**src/cache_pkg.sv**
```systemverilog
package cache_pkg;

    // address split: tag | index | offset
    localparam int OFFSET_BITS = 5;   // byte within a 32-byte line
    localparam int INDEX_BITS  = 3;
    localparam int TAG_BITS    = 24;

    localparam int NUM_WAYS = 8;
    localparam int NUM_SETS = 8;

    typedef logic [31:0]  addr_t;
    typedef logic [TAG_BITS-1:0]   tag_t;
    typedef logic [INDEX_BITS-1:0] index_t;
    typedef logic [255:0] line_t;
    typedef logic [2:0]   way_t;
    typedef logic [NUM_WAYS-1:0]   way_vec_t;  // one bit per way
    typedef logic [6:0]   plru_t;              // tree bits of one set

    typedef logic [1:0] op_t;
    localparam op_t OP_READ  = 2'd0;
    localparam op_t OP_WRITE = 2'd1;
    localparam op_t OP_FILL  = 2'd2;   // code 3 acts as a read

    typedef enum logic [1:0] {
        IDLE,
        LOOKUP,
        UPDATE,
        DONE
    } ctrl_state_t;

endpackage

```
**src/way_access_if.sv**
```systemverilog
`timescale 1ns/100ps

interface way_access_if;
    import cache_pkg::*;

    index_t   index;      // addressed set
    tag_t     tag;        // tag of the request
    way_t     sel_way;
    way_vec_t wr_ways;    // one-hot write strobe
    logic     wr_tag_en;
    logic     wr_dirty;
    line_t    wr_line;
    logic     touch;      // plru update for sel_way

    way_vec_t hit_ways;
    tag_t     sel_tag;
    logic     sel_dirty;
    line_t    rd_line;
    way_t     victim;

    modport ctrl (
        output index, tag, sel_way, wr_ways, wr_tag_en, wr_dirty, wr_line, touch,
        input  hit_ways, sel_tag, sel_dirty, rd_line, victim
    );

    modport meta (
        input  index, tag, sel_way, wr_ways, wr_tag_en, wr_dirty,
        output hit_ways, sel_tag, sel_dirty
    );

    modport data (input index, sel_way, wr_ways, wr_line, output rd_line);

    modport lru (input index, sel_way, touch, output victim);

endinterface
```
**src/plru_tree.sv**
```systemverilog
`timescale 1ns/100ps

module plru_tree (
    input logic       clk,
    input logic       rst_n,
    way_access_if.lru acc
);
    import cache_pkg::*;

    plru_t tree_mem [NUM_SETS];
    plru_t tree_q;      // registered tree of the addressed set
    plru_t tree_next;

    logic  v_hi;
    logic  v_mid;
    logic  v_lo;

    always_ff @(posedge clk) begin
        if (!rst_n) begin
            for (int s = 0; s < NUM_SETS; s++) begin
                tree_mem[s] <= '0;
            end
            tree_q <= '0;
        end else begin
            tree_q <= tree_mem[acc.index];
            if (acc.touch) begin
                tree_mem[acc.index] <= tree_next;
            end
        end
    end

    // point every node on the path away from sel_way
    always_comb begin
        tree_next = tree_mem[acc.index];
        tree_next[0] = ~acc.sel_way[2];
        tree_next[{2'b00, acc.sel_way[2]} + 3'd1] = ~acc.sel_way[1];
        tree_next[{1'b0, acc.sel_way[2:1]} + 3'd3] = ~acc.sel_way[0];
    end

    // walk from the root, 0 = lower half
    assign v_hi  = tree_q[0];
    assign v_mid = v_hi ? tree_q[2] : tree_q[1];
    assign v_lo  = tree_q[{1'b0, v_hi, v_mid} + 3'd3];

    assign acc.victim = {v_hi, v_mid, v_lo};

endmodule

```
**src/flat_wrapper.sv**
```systemverilog
// flat-port wrapper written by rule: the top's interface ports become plain ports
module plru_tree_flat import cache_pkg::*;
  (clk, rst_n, acc_index, acc_sel_way, acc_touch, acc_victim);
  way_access_if acc_i ();
  input logic clk;
  input logic rst_n;
  input wire logic [$bits(acc_i.index)-1:0] acc_index;
  input wire logic [$bits(acc_i.sel_way)-1:0] acc_sel_way;
  input wire logic [$bits(acc_i.touch)-1:0] acc_touch;
  output wire logic [$bits(acc_i.victim)-1:0] acc_victim;
  assign acc_i.index = acc_index;
  assign acc_i.sel_way = acc_sel_way;
  assign acc_i.touch = acc_touch;
  assign acc_victim = acc_i.victim;
  plru_tree u_core (.clk(clk), .rst_n(rst_n), .acc(acc_i));
endmodule
```
**config.mk**
```make
export PLATFORM = sky130hd
export DESIGN_NAME = plru_tree_flat
export DESIGN_NICKNAME = d
export VERILOG_FILES = /design/src/cache_pkg.sv /design/src/way_access_if.sv /design/src/plru_tree.sv /design/src/flat_wrapper.sv
export SDC_FILE = /design/constraint.sdc
export NUM_CORES = 1
export LEC_CHECK = 0
export ABC_AREA = 0
export ABC_CLOCK_PERIOD_IN_PS = 1850
export BUFFER_PORTS_ARGS = -buffer_cell sky130_fd_sc_hd__buf_2
export CAP_MARGIN = 15
export CORE_ASPECT_RATIO = 0.75
export CORE_UTILIZATION = 57
export CTS_BUF_LIST = sky130_fd_sc_hd__clkbuf_4 sky130_fd_sc_hd__clkbuf_8
export DETAILED_ROUTE_END_ITERATION = 6
export GPL_TIMING_DRIVEN = 0
export PLACE_DENSITY = 0.87
export SLEW_MARGIN = 20
export SYNTH_ARGS = -nofsm -noshare
export SYNTH_HDL_FRONTEND = slang
export SYNTH_SLANG_ARGS = --single-unit
```
**constraint.sdc**
```tcl
create_clock -name clk -period 1.85 [get_ports clk]
set_input_delay 0.37 -clock clk [delete_from_list [all_inputs] [get_ports clk]]
set_output_delay 0.37 -clock clk [all_outputs]
set_load 0.1 [all_outputs]
```
==> metrics.csv <==
metric;value;unit
MaxCap Viol Count;0;
top cells by area, synth;edfxtp_1, mux2i_1, dfxtp_1;
synthesized area;3070;sq um
Setup TNS;-745;ps
layout cells sized above 1;21.5;%
fin util;70.3;%
Internal Power;2.44;mW
Syn Nets;260;
failing checks;setup timing;
Worst Setup End Kind;primary output;
final period utilization;131;%
Power Total;3.37;mW
Starting Density;60.9;%
Layout Skew;6.36;ps
Finished Cell Area;3540;sq um
critical path, cell by cell;mux2i_4 -> ha_4 -> a21oi_1 -> o221ai_2 -> a21oi_2 -> buf_12;
gpl congestion;0.959;
Synth area leader;edfxtp_1;
I/O Buffers;8;
Num CTS Buffers;9;
Max Transition Viols Final;0;
Core Area;5040;sq um
startpoint types;flop;
most frequent cells in the layout;edfxtp_1, nor2_1, mux2i_1;
PnR worst setup slack;-566;ps
clock share of power;34.9;%
RSZ-0062 raised after global routing;true;
Setup violations, final;2;
cts hold-fix bufs;0;
initial antenna violation count;0;
height of the die;65.5;um
Pre-antenna DRT Iters;5;
critical path type;flop to primary output;
most common cell after layout, fill and taps aside;edfxtp_1;
CP max-delay cell;dfxtp_4;
post-synthesis register bit count;63;
clk slew on worst S/H paths;70;ps
combinational share of power;16.3;%
Detail Route Antenna Nets;0;
max_slew headroom;59.7;%
clk_lat worst skew;350;ps
area grow syn2layout;15.6;%
sequential fraction of the synthesis area;59.4;%
DRC;0;
hold slack;337;ps
Root Buffer;clkbuf_8;
total clock sinks;63;
ant diodes;0;
Longest Clk Path Bufs;2;
CP Data Required Time;1480;ps
Tot GR Track Use;29.7;%
Worst Hold Class;input port to flop;
Sw Share;27.6;%
final net count;284;
Final Hold Viols;0;
Pleak;1.32;nW
final wirelength;7.32;mm
I/O pin count;12;
Vias;2105;
site row count;22;
Die Wd;86.7;um
Ys Warns;0;
most used flip-flop cell after synthesis;edfxtp_1;
VDD IR max;0.566;mV
largest stage delay on the critical path;370;ps
Vias per Instance;6.08;
largest net degree at the start of global routing;13;
Async SR Flop Fraction;0;%
number of distinct standard cells referenced by the synthesized netlist;36;
worst-margin pin slew;601;ps
Yosys top cell area share;54.9;%
Net Sw Power;929;uW
post-route minimum period;2420;ps
Flop pwr share;48.8;%
CP delay by family, top;compound AO/OA/AOI/OAI gates;
DR WL/cell;21.2;um
initial DRC count;284;
gr ovfl total;0;
crit-path max FO;5;
EDFF count, synth;56;
pwr/cell area;951;nW/um^2
Mapped Avg Cell Area;12.5;sq um
Gate Count Post-Synth;245;
status;complete, but fails checks;
TritonCTS clock tree;done;
H-tree levels;3;
DIE AREA;5680;sq um
crit path DAT;2050;ps
CP Buf/Inv Count;1;
f_max;414;MHz
placed cell area;3200;sq um
DP HPWL;4.69;mm
first-pass GRT wire length;11.5;mm
vias in the first global route;2063;
[layer usage]
metal | part of all wire [%] | vias up | routed length [um] | track usage [%]
met5 | 0 | - | 0 | 0
met4 | 2.1 | 0 | 153 | 11.5
met1 | 41 | 1022 | 3040 | 40.4
li1 | - | 958 | - | -
met2 | 48 | 105 | 3540 | 46.3
met3 | 8.0 | 20 | 589 | 7.41
[Yosys cell counts (4+ instances only)]
master / instances
o21a_1: 6
o22ai_1: 11
nor2_1: 35
inv_1: 5
nand2_1: 19
mux2i_1: 27
a21oi_1: 4
nor3_1: 24
dfxtp_1: 7
edfxtp_1: 56
ha_1: 6
buf_4: 4
[repair_timing]
item / in CTS / in global routing
endpoints found under the setup margin: 2 / 2
setup buffers: 6 / 0
pin swaps: 5 / 0
resized for setup: 18 / 4
hold endpoints to repair: 0 / 0
[power groups by stage]
stage | logic, mW | registers (mW) | clock network (mW)
floorplan | 0.341 | 1.66 | 0
global placement | 0.434 | 1.67 | 0
detailed placement | 0.443 | 1.67 | 0
CTS | 0.515 | 1.64 | 1.18
global route | 0.581 | 1.65 | 1.26
finish | 0.550 | 1.64 | 1.18
[kinds of logic after synthesis]
logic type                 count (synthesis)  synth area share, %
muxes                                     31                 11.0
buffers and inverters                     19                 4.00
AOI/OAI and AO/OA                         30                 8.20
and+or+nand+nor                           96                 14.9
adders and majority gates                  6                 2.45
DFF                                       63                 59.4
[area by class of cell]
cell class / instances / area, sq um
fillers: 342 / 1490
well taps: 72 / 90.1
flip-flops and latches: 63 / 1830
clock buffers: 9 / 124
repair buffers: 14 / 123
inverters: 5 / 18.8
plain buffers: 13 / 96.3
multi-input cells: 163 / 1190
clock inverters: 7 / 73.8
[sequential cells by signal, indices dropped and copies added (netlist names)]
signal           count
u_core.tree_q        7
u_core.tree_mem     56
[stage by stage]
| step | instances | worst slack (ps) |
|---|---|---|
| after floorplan | 245 | -104 |
| final | 346 | -566 |
| after global placement | 325 | -492 |
| after global routing | 346 | -622 |
| after detailed placement | 325 | -548 |
| after CTS | 346 | -470 |
[worst paths after layout]
check	startpoint	end	slack, ps	cells past startpoint
worst max-delay path	u_core.tree_q[0]	acc_victim[0]	-570	6
worst min-delay path	rst_n	u_core.tree_q[2]	340	2
worst max register to register	u_core.tree_mem[1][4]	u_core.tree_mem[7][4]	120	4
worst min register to register	u_core.tree_mem[1][6]	u_core.tree_q[6]	800	3
(Power assumes the default switching activity.)
