File: config.mk
export PLATFORM = sky130hd
export DESIGN_NAME = meta_array_flat
export DESIGN_NICKNAME = d
export VERILOG_FILES = /design/src/cache_pkg.sv /design/src/way_access_if.sv /design/src/meta_array.sv /design/src/flat_wrapper.sv
export SDC_FILE = /design/constraint.sdc
export NUM_CORES = 2
export LEC_CHECK = 0
export BUFFER_PORTS_ARGS = -buffer_cell sky130_fd_sc_hd__buf_2
export CORE_UTILIZATION = 50
export CTS_BUF_LIST = sky130_fd_sc_hd__clkbuf_4 sky130_fd_sc_hd__clkbuf_8
export DETAILED_ROUTE_END_ITERATION = 12
export HOLD_SLACK_MARGIN = 0.03
export PLACE_DENSITY = 0.63
export SLEW_MARGIN = 20
export SYNTH_ARGS = -nofsm -noshare
export SYNTH_HDL_FRONTEND = slang
export SYNTH_SLANG_ARGS = --single-unit
File: constraint.sdc
create_clock -name clk -period 3.1 [get_ports clk]
set_input_delay 0.155 -clock clk [delete_from_list [all_inputs] [get_ports clk]]
set_output_delay 0.155 -clock clk [all_outputs]
set_load 0.05 [all_outputs]
File: src/cache_pkg.sv
package cache_pkg;

    // address split: tag | index | offset
    localparam int OFFSET_BITS = 5;   // byte within a 32-byte line
    localparam int INDEX_BITS  = 3;
    localparam int TAG_BITS    = 24;

    localparam int NUM_WAYS = 8;
    localparam int NUM_SETS = 8;

    typedef logic [31:0]  addr_t;
    typedef logic [TAG_BITS-1:0]   tag_t;
    typedef logic [INDEX_BITS-1:0] index_t;
    typedef logic [255:0] line_t;
    typedef logic [2:0]   way_t;
    typedef logic [NUM_WAYS-1:0]   way_vec_t;  // one bit per way
    typedef logic [6:0]   plru_t;              // tree bits of one set

    typedef logic [1:0] op_t;
    localparam op_t OP_READ  = 2'd0;
    localparam op_t OP_WRITE = 2'd1;
    localparam op_t OP_FILL  = 2'd2;   // code 3 acts as a read

    typedef enum logic [1:0] {
        IDLE,
        LOOKUP,
        UPDATE,
        DONE
    } ctrl_state_t;

endpackage

File: src/way_access_if.sv
`timescale 1ns/100ps

interface way_access_if;
    import cache_pkg::*;

    index_t   index;      // addressed set
    tag_t     tag;        // tag of the request
    way_t     sel_way;
    way_vec_t wr_ways;    // one-hot write strobe
    logic     wr_tag_en;
    logic     wr_dirty;
    line_t    wr_line;
    logic     touch;      // plru update for sel_way

    way_vec_t hit_ways;
    tag_t     sel_tag;
    logic     sel_dirty;
    line_t    rd_line;
    way_t     victim;

    modport ctrl (
        output index, tag, sel_way, wr_ways, wr_tag_en, wr_dirty, wr_line, touch,
        input  hit_ways, sel_tag, sel_dirty, rd_line, victim
    );

    modport meta (
        input  index, tag, sel_way, wr_ways, wr_tag_en, wr_dirty,
        output hit_ways, sel_tag, sel_dirty
    );

    modport data (input index, sel_way, wr_ways, wr_line, output rd_line);

    modport lru (input index, sel_way, touch, output victim);

endinterface
File: src/meta_array.sv
`timescale 1ns/100ps

module meta_array (
    input logic        clk,
    input logic        rst_n,
    way_access_if.meta acc
);
    import cache_pkg::*;

    tag_t     tag_mem   [NUM_WAYS][NUM_SETS];
    way_vec_t valid_mem [NUM_SETS];   // bit per way
    way_vec_t dirty_mem [NUM_SETS];

    tag_t     tag_q [NUM_WAYS];
    way_vec_t valid_q;
    way_vec_t dirty_q;

    // tags
    always_ff @(posedge clk) begin
        for (int w = 0; w < NUM_WAYS; w++) begin
            tag_q[w] <= tag_mem[w][acc.index];
            if (acc.wr_ways[w] && acc.wr_tag_en) begin
                tag_mem[w][acc.index] <= acc.tag;
            end
        end
    end

    // valid and dirty bits
    always_ff @(posedge clk) begin
        if (!rst_n) begin
            for (int s = 0; s < NUM_SETS; s++) begin
                valid_mem[s] <= '0;
                dirty_mem[s] <= '0;
            end
            valid_q <= '0;
            dirty_q <= '0;
        end else begin
            valid_q <= valid_mem[acc.index];
            dirty_q <= dirty_mem[acc.index];
            for (int w = 0; w < NUM_WAYS; w++) begin
                if (acc.wr_ways[w]) begin
                    if (acc.wr_tag_en) begin
                        valid_mem[acc.index][w] <= 1'b1;
                    end
                    dirty_mem[acc.index][w] <= acc.wr_dirty;
                end
            end
        end
    end

    // tag compare per way
    always_comb begin
        acc.hit_ways = '0;
        for (int w = 0; w < NUM_WAYS; w++) begin
            acc.hit_ways[w] = valid_q[w] && (tag_q[w] == acc.tag);
        end
    end

    assign acc.sel_tag   = tag_q[acc.sel_way];
    assign acc.sel_dirty = dirty_q[acc.sel_way];

endmodule

File: src/flat_wrapper.sv
// flat-port wrapper written by rule: the top's interface ports become plain ports
module meta_array_flat import cache_pkg::*;
  (clk, rst_n, acc_index, acc_tag, acc_sel_way, acc_wr_ways, acc_wr_tag_en, acc_wr_dirty, acc_hit_ways, acc_sel_tag, acc_sel_dirty);
  way_access_if acc_i ();
  input logic clk;
  input logic rst_n;
  input wire logic [$bits(acc_i.index)-1:0] acc_index;
  input wire logic [$bits(acc_i.tag)-1:0] acc_tag;
  input wire logic [$bits(acc_i.sel_way)-1:0] acc_sel_way;
  input wire logic [$bits(acc_i.wr_ways)-1:0] acc_wr_ways;
  input wire logic [$bits(acc_i.wr_tag_en)-1:0] acc_wr_tag_en;
  input wire logic [$bits(acc_i.wr_dirty)-1:0] acc_wr_dirty;
  output wire logic [$bits(acc_i.hit_ways)-1:0] acc_hit_ways;
  output wire logic [$bits(acc_i.sel_tag)-1:0] acc_sel_tag;
  output wire logic [$bits(acc_i.sel_dirty)-1:0] acc_sel_dirty;
  assign acc_i.index = acc_index;
  assign acc_i.tag = acc_tag;
  assign acc_i.sel_way = acc_sel_way;
  assign acc_i.wr_ways = acc_wr_ways;
  assign acc_i.wr_tag_en = acc_wr_tag_en;
  assign acc_i.wr_dirty = acc_wr_dirty;
  assign acc_hit_ways = acc_i.hit_ways;
  assign acc_sel_tag = acc_i.sel_tag;
  assign acc_sel_dirty = acc_i.sel_dirty;
  meta_array u_core (.clk(clk), .rst_n(rst_n), .acc(acc_i));
endmodule
==> results.md <==
- Core Region: 0.140 mm²
- Worst r2r path cells: 5
- Die ar.: 0.142 mm²
- Number of remaining DRC errors: 0
- EDFF count, synth: 1600
- CP Max Fanout: 11
- Initial antenna violation count: 21
- Worst-Skew Late Latency: 1030 ps
- Layout cells sized above 1: 26.7%
- Synth area leader: edfxtp_1
- Worst IR drop on VDD: 0.000389 V
- Post-route ant nets: 0
- Initial DRC Count: 5991
- Met2 WL: 100000 µm
- CP Class: primary input to primary output
- Worst Skew: 74.9 ps
- Post-route setup TNS: 0 ps
- Nets: 4530
- Max_cap viols: 0
- DP Wirelength: 136000 µm
- CP required: 2940 ps
- Synth Register Bits: 1872
- Most frequent cells in the layout: edfxtp_1 (1600), clkbuf_8 (337), dfxtp_1 (253)
- IO Pins: 75
- Clock Sinks: 1872
- Detailed-route via count: 42300
- Post-Synth Adder-Cell Area: 0%
- Yosys warns: 0
- Vias in the first global route: 40900
- RSZ-0062 raised after global routing: no
- Synth Area in Simple Gates: 3.49%
- Hold WS: 172 ps
- Placer Congestion: 0.918
- Post-Route WL: 226000 µm
- Yosys top cell area share: 68.2%
- Starting Density: 50.5%
- Placed cells: 6011
- Slew margin rel.: 28.4%
- CTS tree: done
- Utilization after layout: 58.1%
- Top_reg_cell synth: edfxtp_1
- Peak Freq: 326 MHz
- Post-synth ARST share: 0%
- Via-to-Cell Ratio: 6.41
- First-pass detailed-route iteration total: 6
- Mapped Cells: 4085
- Leakage: 26.9 nW
- Mapped Area: 0.0704 mm²
- Die Y: 377 µm
- CTS buffer count: 310
- Routed len/inst: 34.2 µm
- Count of input and output buffers: 74
- Power Density: 666 mW/mm²
- Final Power: 54.0 mW
- Top Metal Used: met5
- Minimum clock period after layout: 3070 ps
- H-tree depth: 5
- Fin cells: 6596
- Hold Path Cell Cnt: 4
- Crit start category: primary input
- Share of the yosys chip area belonging to registers: 76.0%
- Worst slew pin tran: 1070 ps
- Most common cell after layout, fill and taps aside: edfxtp_1
- Largest net degree at the start of global routing: 92
- Status: finished, final reports clean
- Post-synthesis xor/xnor area fraction: 2.39%
- Synthesized net count: 4127
- Arr. time, crit path: 2910 ps
- Die Width: 377 µm
- GRT Total Usage: 31.7%
- First-pass GRT wire length: 312000 µm
- CTS max path bufs: 4
- Clock-pin slew on the worst setup and hold paths: 50 ps
- Grt total ovfl: 0
- Setup bufs post-CTS: 0
- Fin. Hold Viols: 0
- Compound-Gate Fraction of Synth Area: 8.16%
- Fin crit share: 99.0%
- P&R area growth vs syn: 15.2%
- Library cells used by synthesis: 44
- M1 wire length: 86400 µm
- Synth area leaders: edfxtp_1 (68%), dfxtp_1 (7.7%), mux4_2 (4.2%)
- Clock root cell: clkbuf_8
- Main combinational cell family by area after synthesis: compound AO/OA/AOI/OAI gates
- CP Capture Type: primary output
- Worst Hold Class: primary input to flop
- Endpoints failing setup: 0
- Num rows: 137
- Met3 wire length: 28200 µm
- Portion of netlist area occupied by mux cells: 8.08%
- Syn avg cell area: 17.2 µm²
- Max Slew Vio Count: 0
==> power breakdown <==
part           internal [mW]  switching, mW
registers               28.1          0.763
clock network           11.9           9.50
logic                   1.27           2.54
total                   41.2           12.8
==> timing repair <==
item / CTS / global route
pin swaps: 0 / 3
hold endpoints to repair: 1566 / 0
endpoints found under the setup margin: 4 / 6
hold buffers: 41 / 0
gates resized for setup: 16 / 17
==> flip-flops by register name (all words and copies together), names as in the netlist <==
name and flops:
u_core.dirty_q 8, u_core.tag_q 192, u_core.valid_mem 64, u_core.dirty_mem 64
u_core.tag_mem 1536, u_core.valid_q 8
==> cell families (layout without fill, tap and decap cells) <==
| group | after synthesis | after routing |
|---|---|---|
| XOR/XNOR | 192 | 192 |
| AND/OR/NAND/NOR | 588 | 588 |
| flip-flops | 1872 | 1872 |
| multiplexers | 383 | 383 |
| buffers and inverters | 287 | 919 |
| AO/OA/AOI/OAI | 763 | 763 |
| other | 0 | 3 |
==> routing by layer <==
metal | up-vias | track usage, %
met3 | 555 | 9.45
met5 | - | 0
li1 | 17100 | -
met4 | 18 | 13.9
met1 | 21800 | 43.1
met2 | 2871 | 47.3
==> path summary, 6_finish.rpt <==
kind | startpoint | endpoint | slack (ps)
setup reg to reg | u_core.tag_mem[1][203]$_DFFE_PP_ | u_core.tag_q[5][11]$_DFF_P_ | 1550
hold / removal | acc_wr_ways[2] | u_core.dirty_mem[4][2]$_SDFFCE_PN0P_ | 170
hold reg to reg | u_core.tag_mem[1][270]$_DFFE_PP_ | u_core.tag_q[5][6]$_DFF_P_ | 410
setup / recovery | acc_tag[15] | acc_hit_ways[1] | 30
==> Yosys cell counts (22+ instances only) <==
cell         n
a22oi_1    228
buf_2      104
xnor2_1     72
mux2_2     172
mux4_2     131
o21a_1      64
nor4_1      32
clkbuf_1   133
o221ai_1    22
nand3_1     42
xor2_1     120
a222oi_1    22
o21ai_0     88
mux2i_1     80
nor2_1     223
edfxtp_1  1600
a21oi_1     47
nand2_1    249
dfxtp_1    272
a221oi_1   193
==> through the flow <==
stage / instance area (µm²) / setup slack, ps
after floorplan: 70400 / 461
final: 81100 / 32.4
after global routing: 81100 / 5.33
after detailed placement: 74500 / 496
after CTS: 81100 / 9.51
after global placement: 74500 / 571
==> cell type report <==
cell class | instances | area (µm²)
Tap cell | 1876 | 2350
Timing Repair Buffer | 374 | 3260
Clock inverter | 73 | 444
Fill cell | 10700 | 58400
Antenna cell | 3 | 7.51
Multi-Input combinational cell | 1926 | 15900
Clock buffer | 468 | 5620
Sequential cell | 1872 | 53500
Inverter | 4 | 22.5
==> critical path, cell delays in order <==
cell and delay, ps:
dlygate4sd3_1 520, buf_2 470, buf_4 350, xor2_1 110, nor4_2 390, nand3_1 200, nor4_4 290, buf_4 230
buf_12 150
No activity file was read; power rests on OpenSTA's default activity.
