## config.mk

```make
export PLATFORM = sky130hd
export DESIGN_NAME = cache_ctrl_flat
export DESIGN_NICKNAME = d
export VERILOG_FILES = /design/src/cache_pkg.sv /design/src/way_access_if.sv /design/src/cache_ctrl.sv /design/src/flat_wrapper.sv
export SDC_FILE = /design/constraint.sdc
export NUM_CORES = 1
export LEC_CHECK = 0
export ABC_AREA = 1
export BUFFER_PORTS_ARGS = -buffer_cell sky130_fd_sc_hd__buf_2
export CAP_MARGIN = 10
export CORE_AREA = 4 4 461 463
export DETAILED_ROUTE_END_ITERATION = 12
export DIE_AREA = 0 0 465 467
export SLEW_MARGIN = 20
export SYNTH_ARGS = -nofsm -noshare
export SYNTH_HDL_FRONTEND = slang
export SYNTH_SLANG_ARGS = --single-unit
```

## constraint.sdc

```tcl
create_clock -name clk -period 11.5 [get_ports clk]
set_input_delay 1.15 -clock clk [delete_from_list [all_inputs] [get_ports clk]]
set_output_delay 1.15 -clock clk [all_outputs]
set_load 0.005 [all_outputs]
```

## src/cache_pkg.sv

```systemverilog
package cache_pkg;

    // address split: tag | index | offset
    localparam int OFFSET_BITS = 5;   // byte within a 32-byte line
    localparam int INDEX_BITS  = 3;
    localparam int TAG_BITS    = 24;

    localparam int NUM_WAYS = 8;
    localparam int NUM_SETS = 8;

    typedef logic [31:0]  addr_t;
    typedef logic [TAG_BITS-1:0]   tag_t;
    typedef logic [INDEX_BITS-1:0] index_t;
    typedef logic [255:0] line_t;
    typedef logic [2:0]   way_t;
    typedef logic [NUM_WAYS-1:0]   way_vec_t;  // one bit per way
    typedef logic [6:0]   plru_t;              // tree bits of one set

    typedef logic [1:0] op_t;
    localparam op_t OP_READ  = 2'd0;
    localparam op_t OP_WRITE = 2'd1;
    localparam op_t OP_FILL  = 2'd2;   // code 3 acts as a read

    typedef enum logic [1:0] {
        IDLE,
        LOOKUP,
        UPDATE,
        DONE
    } ctrl_state_t;

endpackage

```

## src/way_access_if.sv

```systemverilog
`timescale 1ns/100ps

interface way_access_if;
    import cache_pkg::*;

    index_t   index;      // addressed set
    tag_t     tag;        // tag of the request
    way_t     sel_way;
    way_vec_t wr_ways;    // one-hot write strobe
    logic     wr_tag_en;
    logic     wr_dirty;
    line_t    wr_line;
    logic     touch;      // plru update for sel_way

    way_vec_t hit_ways;
    tag_t     sel_tag;
    logic     sel_dirty;
    line_t    rd_line;
    way_t     victim;

    modport ctrl (
        output index, tag, sel_way, wr_ways, wr_tag_en, wr_dirty, wr_line, touch,
        input  hit_ways, sel_tag, sel_dirty, rd_line, victim
    );

    modport meta (
        input  index, tag, sel_way, wr_ways, wr_tag_en, wr_dirty,
        output hit_ways, sel_tag, sel_dirty
    );

    modport data (input index, sel_way, wr_ways, wr_line, output rd_line);

    modport lru (input index, sel_way, touch, output victim);

endinterface
```

## src/cache_ctrl.sv

```systemverilog
`timescale 1ns/100ps

module cache_ctrl (
    input  logic              clk,
    input  logic              rst_n,
    input  logic              req,
    input  cache_pkg::op_t    op,
    input  cache_pkg::addr_t  addr,
    input  cache_pkg::line_t  wdata,
    output logic              ack,
    output cache_pkg::line_t  rdata,
    output logic              hit,
    output cache_pkg::way_t   way,
    output logic              dirty,
    output cache_pkg::addr_t  victim_addr,
    way_access_if.ctrl        acc
);
    import cache_pkg::*;

    ctrl_state_t state;

    op_t   op_q;
    addr_t addr_q;
    line_t wdata_q;

    logic  any_hit;
    way_t  hit_way;
    way_t  target;
    logic  is_write;
    logic  is_fill;
    logic  in_update;
    logic  wr_en;

    // handshake and sequencing
    always_ff @(posedge clk) begin
        if (!rst_n) begin
            state <= IDLE;
            ack   <= 1'b0;
        end else begin
            case (state)
                IDLE: begin
                    if (req) begin
                        state <= LOOKUP;
                    end
                end
                LOOKUP: state <= UPDATE;   // arrays register the set here
                UPDATE: begin
                    state <= DONE;
                    ack   <= 1'b1;
                end
                DONE: begin
                    if (!req) begin        // release seen
                        state <= IDLE;
                        ack   <= 1'b0;
                    end
                end
                default: state <= IDLE;
            endcase
        end
    end

    // request capture
    always_ff @(posedge clk) begin
        if (state == IDLE && req) begin
            op_q    <= op;
            addr_q  <= addr;
            wdata_q <= wdata;
        end
    end

    // one-hot hit vector to way number
    always_comb begin
        hit_way = '0;
        for (int w = 0; w < NUM_WAYS; w++) begin
            if (acc.hit_ways[w]) begin
                hit_way = way_t'(w);
            end
        end
    end

    assign any_hit   = |acc.hit_ways;
    assign target    = any_hit ? hit_way : acc.victim;
    assign is_write  = (op_q == OP_WRITE);
    assign is_fill   = (op_q == OP_FILL);
    assign in_update = (state == UPDATE);
    assign wr_en     = in_update && (is_fill || (is_write && any_hit));

    assign acc.index     = addr_q[OFFSET_BITS +: INDEX_BITS];
    assign acc.tag       = addr_q[OFFSET_BITS + INDEX_BITS +: TAG_BITS];
    assign acc.sel_way   = target;
    assign acc.wr_tag_en = is_fill;   // fill installs a new tag
    assign acc.wr_dirty  = !is_fill;  // write hit marks dirty, fill cleans
    assign acc.wr_line   = wdata_q;
    assign acc.touch     = in_update && (any_hit || is_fill);

    always_comb begin
        acc.wr_ways         = '0;
        acc.wr_ways[target] = wr_en;
    end

    // results taken from the pre-write view of the target
    always_ff @(posedge clk) begin
        if (in_update) begin
            rdata       <= acc.rd_line;
            hit         <= any_hit;
            way         <= target;
            dirty       <= acc.sel_dirty;
            victim_addr <= {acc.sel_tag, acc.index, {OFFSET_BITS{1'b0}}};
        end
    end

endmodule

```

## src/flat_wrapper.sv

```systemverilog
// flat-port wrapper written by rule: the top's interface ports become plain ports
module cache_ctrl_flat import cache_pkg::*;
  (clk, rst_n, req, op, addr, wdata, ack, rdata, hit, way, dirty, victim_addr, acc_index, acc_tag, acc_sel_way, acc_wr_ways, acc_wr_tag_en, acc_wr_dirty, acc_wr_line, acc_touch, acc_hit_ways, acc_sel_tag, acc_sel_dirty, acc_rd_line, acc_victim);
  way_access_if acc_i ();
  input  logic clk;
  input  logic rst_n;
  input  logic req;
  input  cache_pkg::op_t op;
  input  cache_pkg::addr_t addr;
  input  cache_pkg::line_t wdata;
  output logic ack;
  output cache_pkg::line_t rdata;
  output logic hit;
  output cache_pkg::way_t way;
  output logic dirty;
  output cache_pkg::addr_t victim_addr;
  output wire logic [$bits(acc_i.index)-1:0] acc_index;
  output wire logic [$bits(acc_i.tag)-1:0] acc_tag;
  output wire logic [$bits(acc_i.sel_way)-1:0] acc_sel_way;
  output wire logic [$bits(acc_i.wr_ways)-1:0] acc_wr_ways;
  output wire logic [$bits(acc_i.wr_tag_en)-1:0] acc_wr_tag_en;
  output wire logic [$bits(acc_i.wr_dirty)-1:0] acc_wr_dirty;
  output wire logic [$bits(acc_i.wr_line)-1:0] acc_wr_line;
  output wire logic [$bits(acc_i.touch)-1:0] acc_touch;
  input wire logic [$bits(acc_i.hit_ways)-1:0] acc_hit_ways;
  input wire logic [$bits(acc_i.sel_tag)-1:0] acc_sel_tag;
  input wire logic [$bits(acc_i.sel_dirty)-1:0] acc_sel_dirty;
  input wire logic [$bits(acc_i.rd_line)-1:0] acc_rd_line;
  input wire logic [$bits(acc_i.victim)-1:0] acc_victim;
  assign acc_index = acc_i.index;
  assign acc_tag = acc_i.tag;
  assign acc_sel_way = acc_i.sel_way;
  assign acc_wr_ways = acc_i.wr_ways;
  assign acc_wr_tag_en = acc_i.wr_tag_en;
  assign acc_wr_dirty = acc_i.wr_dirty;
  assign acc_wr_line = acc_i.wr_line;
  assign acc_touch = acc_i.touch;
  assign acc_i.hit_ways = acc_hit_ways;
  assign acc_i.sel_tag = acc_sel_tag;
  assign acc_i.sel_dirty = acc_sel_dirty;
  assign acc_i.rd_line = acc_rd_line;
  assign acc_i.victim = acc_victim;
  cache_ctrl u_core (.clk(clk), .rst_n(rst_n), .req(req), .op(op), .addr(addr), .wdata(wdata), .ack(ack), .rdata(rdata), .hit(hit), .way(way), .dirty(dirty), .victim_addr(victim_addr), .acc(acc_i));
endmodule
```

==> metrics.txt, run 1 <==
status=finished clean; Internal=4.36 mW; CTS HTree Levels=3; HP Start=u_core.addr_q[5]; post-DP HPWL=136 mm; pin count of the biggest net entering global routing=90; Critical Path AT=2.48 ns; number of top-level pins=1176; top-area cell type share of the netlist area=97.3%; WHS Endpoint=u_core.victim_addr[5]; final setup vio count=0; Worst Reg2Reg Path Length in Cells=5; share of cells above drive strength 1=66.9%; synth unique cells=24; Post-route DRC=0; Synth area leaders=edfxtp_1, dfxtp_1, inv_1, nor2_1, ha_1; CP max FO=36; Fmax=276 MHz; Final Routed Wirelength=152 mm; flops & latches, synth=576; vias in the first global route=12900; total gr overflow=0; dpl ws=7.74 ns; CTS Hold Bufs=0; Fin Clk Skew=0.0262 ns; Die Width=465 um; Slew Viols, Final=0; worst reg2reg endpoint=u_core.rdata[108]; setup ws final=7.87 ns; Port Buffers=1165; non-filler cells, final=4823; Clk pin slew, worst setup/hold paths=0.06 ns; minimum clock period=3.63 ns; post-CTS setup buffers=0; worst hold path type=flip-flop to flip-flop; later-pin clock latency in the skew report=0.70 ns; sequential power share=45.0%; CTS Buffer Depth=3; largest area contributor in the netlist=edfxtp_1; register area share after synthesis=97.6%; Total GRT Usage=13.5%; crit path kind=flip-flop to primary output; Psw=1.60 mW; Row Count=168; PwrDens=199 nW/um^2; DRT iter0 DRCs=772; cts repair resizes=0; cells after synthesis=651; final period utilization=31.5%; Final GP Congestion=0.886; Clk pwr share=42.5%; Reg2Reg Setup Slack=7.92 ns; Die Ht=467 um; number of routed nets with antenna violations=0; Worst Tran Pin Value=0.914 ns; total clock sinks=576; maxcap violations=0; crit path capture type=primary output; Yosys Warn Count=0; Pleak=11.5 nW; Hold Violations, Final=0; combinational power share=12.4%; antenna violations before repair=276; Startpoint Class=flip-flop; DIE AREA=217000 um^2; placed instance count=4627; CTS Buf Count=75; cell depth of the worst min-delay path=0; R2R Path Start=u_core.state[0]; Slew HR=39.1%; CTS tree=yes; sw frac=26.8%; core area=209000 um^2; first-pass GRT wire length=178 mm; Final nets=2488; most frequent cells in the layout=buf_2, edfxtp_1, clkbuf_16; Fill cells=23300; RSZ-0062 raised after global routing=no; Tot Pwr=5.95 mW; routed wire length per instance=31.5 um; final core occ=14.3%; commonest non-fill, non-tap cell in the layout=buf_2; DRT Pass-1 Iters=5; synthesized area=17700 um^2; maximum vdd drop=112 uV; Worst EP required=10.35 ns; CTS Root Cell=clkbuf_16; initial core utilization=8.47%; Post-Route Setup TNS=0 ns; drt via density=2.68; overall via count from detail_route=12900; Synth-to-Final Area Change=68.8%; syn_area_per_cell=27.2 um^2
==> registers in the layout (all words and copies together), names as in the netlist <==
name and count:
u_core.rdata 256, u_core.way 3, u_core.addr_q 27, u_core.ack 1, u_core.victim_addr 27, u_core.op_q 2
u_core.hit 1, u_core.state 2, u_core.acc.wr_line 256, u_core.dirty 1
==> synth_stat cells (all sizes together) <==
cell type,number
dfxtp,3
nand2,12
o21ai,4
nand3b,1
edfxtp,573
conb,1
nor2,19
a21boi,1
nand3,1
inv,17
o21bai,1
nor3,1
ha,4
a21oi,5
buf,6
or2,1
a211oi,1
==> layout make-up <==
class	instances	area, um^2	area share, %
sequential	576	17300	57.8
timing repair buffer	1173	5890	19.7
tap	2805	3510	11.8
clock buffer	88	2020	6.77
clock inverter	50	612	2.05
multi-input combinational	56	335	1.12
antenna	58	145	0.486
inverter	17	71.3	0.239
==> routing by layer <==
| metal | wire [um] | global-route usage, % | part of all wire, % |
|---|---|---|---|
| met5 | 1260 | 0 | 0.83 |
| met4 | 4870 | 2.90 | 3.2 |
| met3 | 33200 | 14.4 | 22 |
| met1 | 40300 | 10.2 | 26 |
| met2 | 72300 | 23.2 | 48 |
==> critical path: stages, from the launching register on <==
cell and delay [ns]:
dfxtp_1 0.31, inv_1 0.17, ha_4 0.52, nand3_2 0.21, nor2_2 0.15, nand2_1 0.09
nor2_1 0.10, buf_2 0.19
==> how the worst max path moves through the flow <==
stage,startpoint,end,slack (ns),cells after the start
floorplan,u_core.state[0],acc_wr_ways[0],2.25,6
global placement,u_core.state[0],u_core.rdata[108],7.87,5
detailed placement,u_core.state[0],u_core.rdata[108],7.74,5
CTS,u_core.state[0],u_core.rdata[111],7.72,5
global route,u_core.state[0],u_core.rdata[111],7.52,5
finish,u_core.state[0],acc_wr_ways[1],7.87,7
==> through the flow <==
step	cell area [um^2]	hold slack, ns
finish	29800	0.447
global route	29700	0.462
CTS	29700	0.449
detailed placement	27100	0.440
global placement	27100	0.436
floorplan	17700	0.452
==> cell families (layout without fill, tap and decap cells) <==
family	after synthesis	in the layout	synth area share, %
AOI/OAI and AO/OA	12	12	0.467
other	1	63	0.0212
DFF	576	576	97.6
buffers and inverters	23	1328	0.637
and+or+nand+nor	35	35	0.969
adders and majority gates	4	4	0.283
==> power by group through the flow <==
stage / Clock [mW] / Sequential, mW / Combinational (mW)
6_report: 2.53 / 2.68 / 0.741
3_5_place_dp: 0 / 2.73 / 0.796
4_1_cts: 2.64 / 2.69 / 0.796
3_3_place_gp: 0 / 2.72 / 0.788
2_1_floorplan: 0 / 2.84 / 0.116
5_1_grt: 2.71 / 2.70 / 0.817
Power figures use the tool's default switching activity.
==> inputs of run 2 (changes only) <==
--- a/config.mk
+++ b/config.mk
@@ -5,12 +5,12 @@
 export SDC_FILE = /design/constraint.sdc
 export NUM_CORES = 1
 export LEC_CHECK = 0
-export ABC_AREA = 1
+export ABC_AREA = 0
 export BUFFER_PORTS_ARGS = -buffer_cell sky130_fd_sc_hd__buf_2
 export CAP_MARGIN = 10
-export CORE_AREA = 4 4 461 463
+export CORE_AREA = 4 4 462 464
 export DETAILED_ROUTE_END_ITERATION = 12
-export DIE_AREA = 0 0 465 467
+export DIE_AREA = 0 0 466 468
 export SLEW_MARGIN = 20
 export SYNTH_ARGS = -nofsm -noshare
 export SYNTH_HDL_FRONTEND = slang
==> constraint.sdc (replaced) <==
create_clock -name clk -period 3.6 [get_ports clk]
set_input_delay 0.36 -clock clk [delete_from_list [all_inputs] [get_ports clk]]
set_output_delay 0.36 -clock clk [all_outputs]
set_load 0.005 [all_outputs]
==> metrics.txt, run 2 <==
Total GRT Usage=13.5%; drt via density=2.80; Critical Path AT=2.63 ns; cells after synthesis=649; post-DP HPWL=133 mm; Synth-to-Final Area Change=101%; most instantiated cells after synthesis=edfxtp_1, nor2_1, inv_1; syn_area_per_cell=27.3 um^2; worst reg2reg endpoint=u_core.acc.wr_line[169]; status=finished clean; flops & latches, synth=576; CP max FO=18; Reg2Reg Setup Slack=1.48 ns; PwrDens=651 nW/um^2; DRT Pass-1 Iters=5; routed wire length per instance=28.3 um; DRT iter0 DRCs=671; Yosys Warn Count=0; R2R Path Start=u_core.state[1]; final period utilization=83.0%; CP max-delay cell=a2111oi_0; Startpoint Class=flip-flop; CTS Buf Count=79; setup ws final=0.613 ns; overall via count from detail_route=15100; FF+latch area=17300 um^2; Fmax=335 MHz; maxcap violations=0; largest area contributor in the netlist=edfxtp_1; Synth area leaders=edfxtp_1, dfxtp_1, ha_1, nor2_1, buf_4; most frequent cells in the layout=buf_2, edfxtp_1, dlygate4sd3_1; share of cells above drive strength 1=51.7%; first-pass GRT wire length=184 mm; CTS Buffer Depth=3; Slew HR=31.1%; commonest non-fill, non-tap cell in the layout=buf_2; register area share after synthesis=97.5%; RSZ-0062 raised after global routing=no; number of routed nets with antenna violations=0; most common cell in the netlist=edfxtp_1; final worst hold slack=0.147 ns; final setup vio count=0; crit path capture type=primary output; Final Routed Wirelength=153 mm; minimum clock period=2.99 ns; CTS tree=yes; CP endpoint=acc_wr_ways[1]; crit path kind=flip-flop to primary output; Worst Tran Pin Value=1.03 ns; Row Count=168; Clk pin slew, worst setup/hold paths=0.06 ns; Worst EP required=3.24 ns; dpl ws=1.34 ns; Final nets=3060; Pleak=13.8 nW; Die Ht=468 um; Die Width=466 um; total gr overflow=0; final core occ=17.0%; CTS Root Cell=clkbuf_16; Final GP Congestion=0.899; later-pin clock latency in the skew report=0.71 ns; total clock sinks=576; Fin Clk Skew=0.0177 ns; area of the multi-input gates=408 um^2; synth unique cells=34; Fill cells=22800; Worst Reg2Reg Path Length in Cells=4; CTS HTree Levels=3; core area=209000 um^2; Worst setup startpoint=u_core.state[0]; EDFF count, synth=573; number of top-level pins=1176; worst hold path type=primary input to flip-flop; maximum vdd drop=414 uV; synthesized area=17700 um^2; Slew Viols, Final=0; antenna violations before repair=207; top-area cell type share of the netlist area=97.1%; DIE AREA=218000 um^2; Hold Violations, Final=0; crit-path cells=inv_2, ha_4, o2111ai_1, a2111oi_0, buf_2; Synth Flop Type=edfxtp_1; initial core utilization=8.47%; Post-route DRC=0; vias in the first global route=16100; pin count of the biggest net entering global routing=113; Post-synth ARST share=0%; slowest stage delay, CP=0.60 ns; Port Buffers=1165
-- run 2: changes by cell type after synthesis, sizes merged, moves of 2 or more --
cell and change:
a2111oi +2, and2 +2, inv -10, nand2 -7, nor2 -7, nor2b +2
nor3 +3, or4 +2
-- run 2: power by group --
group	internal (mW)	leakage [nW]	switching, mW
combinational	1.73	7.21	3.65
sequential	9.53	5.35	0.434
clock	4.40	1.26	3.45
total	15.7	13.8	7.53
-- run 2: cells by family (layout without fill, tap and decap cells) --
logic type / after synthesis / in the layout / share of synthesized area (%)
flops: 576 / 576 / 97.5
simple gates: 32 / 32 / 0.890
compound gates: 21 / 21 / 0.805
buf+inv: 13 / 1894 / 0.424
fa+ha+maj: 4 / 4 / 0.283
other cells: 1 / 70 / 0.0212
xor+xnor: 1 / 1 / 0.0495
mux: 1 / 1 / 0.0565
-- run 2: per-stage QoR --
stage,instances,total power [mW],area [um^2],setup TNS (ns)
global placement,4626,15.1,27200,0
CTS,5339,23.9,35500,0
global route,5373,24.5,35500,0
finish,5404,23.2,35600,0
detailed placement,4626,15.1,27200,0
floorplan,653,11.2,17800,-0.304
-- run 2: worst min path at each step --
stage	to	cells after the start	slack, ns	startpoint
detailed placement	u_core.victim_addr[7]	0	0.44	u_core.addr_q[7]
global placement	u_core.victim_addr[7]	0	0.44	u_core.addr_q[7]
floorplan	u_core.victim_addr[5]	0	0.45	u_core.addr_q[5]
global route	u_core.hit	3	0.10	acc_hit_ways[0]
CTS	u_core.way[0]	3	0.03	acc_victim[0]
finish	u_core.way[0]	3	0.15	acc_victim[0]
-- run 2: cell type report --
cell class                 count  share of cell area (%)
clock buffer                  87                    5.69
sequential                   576                    48.5
tap                         2805                    9.85
inverter                       7                  0.0738
antenna                       65                   0.457
timing repair buffer        1743                    32.7
multi-input combinational     64                    1.14
clock inverter                57                    1.59
-- run 2: metal layers --
layer / track usage, % / up-vias / routed length, um
li1: - / 6395 / -
met1: 11.9 / 6942 / 46800
met2: 23.4 / 1185 / 73700
met3: 9.86 / 484 / 24100
met4: 5.36 / 126 / 7510
met5: 0 / - / 759
-- run 2: worst max-delay path, delay by kind of cell (launching register included) --
kind | cells | cell delay (ns)
adders and majority gates | 1 | 0.35
AOI/OAI and AO/OA | 2 | 0.88
buffers and inverters | 2 | 0.36
DFF | 1 | 0.33
-- run 2: timing repair --
item                                   CTS  global route
endpoints found under the hold margin  570             0
hold buffers                           569             0
buffers inserted                         0             0
resized for setup                        0             0
==> inputs of run 3 (changes only) <==
==> constraint.sdc (replaced) <==
create_clock -name clk -period 2.8 [get_ports clk]
set_input_delay 0.28 -clock clk [delete_from_list [all_inputs] [get_ports clk]]
set_output_delay 0.28 -clock clk [all_outputs]
set_load 0.005 [all_outputs]
==> metrics.txt, run 3 (synthesized netlist as in run 2, its figures left out) <==
status=finished clean; met2 Track Usage GR=23.8%; CTS Buf Count=72; DIE AREA=218000 um^2; Fin Clk Skew=0.0371 ns; placed cell areas=27300 um^2; Crit path max-delay family=simple AND/OR/NAND/NOR gates; final setup vio count=0; Die Width=466 um; vias in the first global route=16000; Slew Viols, Final=0; Worst Tran Pin Value=0.769 ns; Final GP Congestion=0.900; CTS tree=yes; Slew HR=48.7%; CP max FO=8; later-pin clock latency in the skew report=0.70 ns; setup ws final=0.216 ns; Fmax=387 MHz; drt via density=2.80; PwrDens=832 nW/um^2; area of the multi-input gates=419 um^2; CTS Root Cell=clkbuf_16; total clock sinks=576; critical path's most frequent cell=buf_2; DRT iter0 DRCs=673; CTS HTree Levels=3; Synth-to-Final Area Change=101%; DRT Pass-1 Iters=4; first-pass GRT wire length=183 mm; busiest grt layer=met2; routed wire length per instance=28.2 um; crit path kind=primary input to primary output; Pleak=13.8 nW; initial core utilization=8.47%; final period utilization=92.3%; most frequent cells in the layout=buf_2, dlygate4sd3_1, edfxtp_1; Startpoint Class=primary input; core area=209000 um^2; Critical Path AT=2.30 ns; final std cell area, no fill=35700 um^2; non-filler cells, final=5404; RSZ-0062 raised after global routing=no; number of routed nets with antenna violations=0; Critical path buffers and inverters=3; Final Routed Wirelength=152 mm; total gr overflow=0; Fill cells=22800; Clk pin slew, worst setup/hold paths=0.06 ns; grt met1 use=11.8%; Worst EP required=2.52 ns; final worst hold slack=0.109 ns; cts repair resizes=0; Row Count=168; Hold Violations, Final=0; maximum vdd drop=453 uV; Post-route DRC=0; crit-path cells=dlygate4sd3_1, buf_2, or4_4, or4_1, a21o_1, nor2_1, buf_2; CTS Buffer Depth=3; pin count of the biggest net entering global routing=97; overall via count from detail_route=15100; antenna violations before repair=210; slowest stage delay, CP=0.54 ns; CP max-delay cell=dlygate4sd3_1; Final nets=3067; post-DP HPWL=134 mm; dpl ws=0.696 ns; number of top-level pins=1176; placed instance count=4635; maxcap violations=0; minimum clock period=2.58 ns; Die Ht=468 um; crit path capture type=primary output; commonest non-fill, non-tap cell in the layout=buf_2; worst hold path type=primary input to flip-flop; GRT met3 Usage=9.32%; FF+latch area=17300 um^2; share of cells above drive strength 1=51.4%; Port Buffers=1165; Total GRT Usage=13.4%
## run 3: cell types whose count changed in the layout (fill, tap and decap cells not counted), sizes merged
cell / delta
buf: +10
clkinv: -9
bufinv: +7
clkinvlp: -5
inv: -5
dlygate4sd3: +4
clkbuf: -3
diode: +1
## run 3: layout make-up
| cell class | count | area share [%] |
|---|---|---|
| diodes | 66 | 0.463 |
| clock buffers | 84 | 5.23 |
| clock inverters | 45 | 1.69 |
| inverters | 7 | 0.0737 |
| multi-input cells | 64 | 1.18 |
| flip-flops and latches | 576 | 48.4 |
| well taps | 2805 | 9.84 |
| repair buffers | 1757 | 33.1 |
## run 3: power by group
| group | leakage, nW | total [mW] | switching [mW] | internal [mW] |
|---|---|---|---|---|
| combinational | 7.29 | 6.98 | 4.62 | 2.35 |
| clock | 1.20 | 9.86 | 4.08 | 5.77 |
| sequential | 5.35 | 12.8 | 0.598 | 12.2 |
## run 3: worst paths after layout
| path | from | to | slack (ns) | depth (start not counted) |
|---|---|---|---|---|
| setup reg to reg | u_core.state[0] | u_core.state[0] | 0.78 | 7 |
| hold reg to reg | u_core.addr_q[6] | u_core.victim_addr[6] | 0.45 | 0 |
| hold / removal | acc_hit_ways[6] | u_core.way[2] | 0.11 | 3 |
| setup / recovery | acc_hit_ways[0] | acc_wr_ways[4] | 0.22 | 7 |
## run 3: worst register-to-register path, delay by kind of cell, from the launching register on
kind            cells  cell delay [ns]
fa+ha+maj           1             0.29
flops               1             0.34
compound gates      1             0.15
simple gates        2             0.18
buf+inv             3             1.00
## run 3: timing repair
action,CTS,global route
hold buffers,573,0
setup buffers,0,1
endpoints found under the hold margin,572,0
endpoints found under the setup margin,0,1
## run 3: layer usage
| metal | routed length, um | share of wire [%] |
|---|---|---|
| met5 | 773 | 0.51 |
| met4 | 7670 | 5.0 |
| met3 | 23000 | 15 |
| met2 | 74500 | 49 |
| met1 | 46500 | 30 |
## run 3: stage by stage
stage / util, % / power [mW] / setup TNS [ns]
after floorplan: - / 14.4 / -101.35
after global placement: 13.0 / 19.3 / 0
after detailed placement: 13.0 / 19.4 / 0
after CTS: 17.0 / 30.4 / 0
after global routing: 17.0 / 31.2 / 0
final: 17.1 / 29.7 / 0
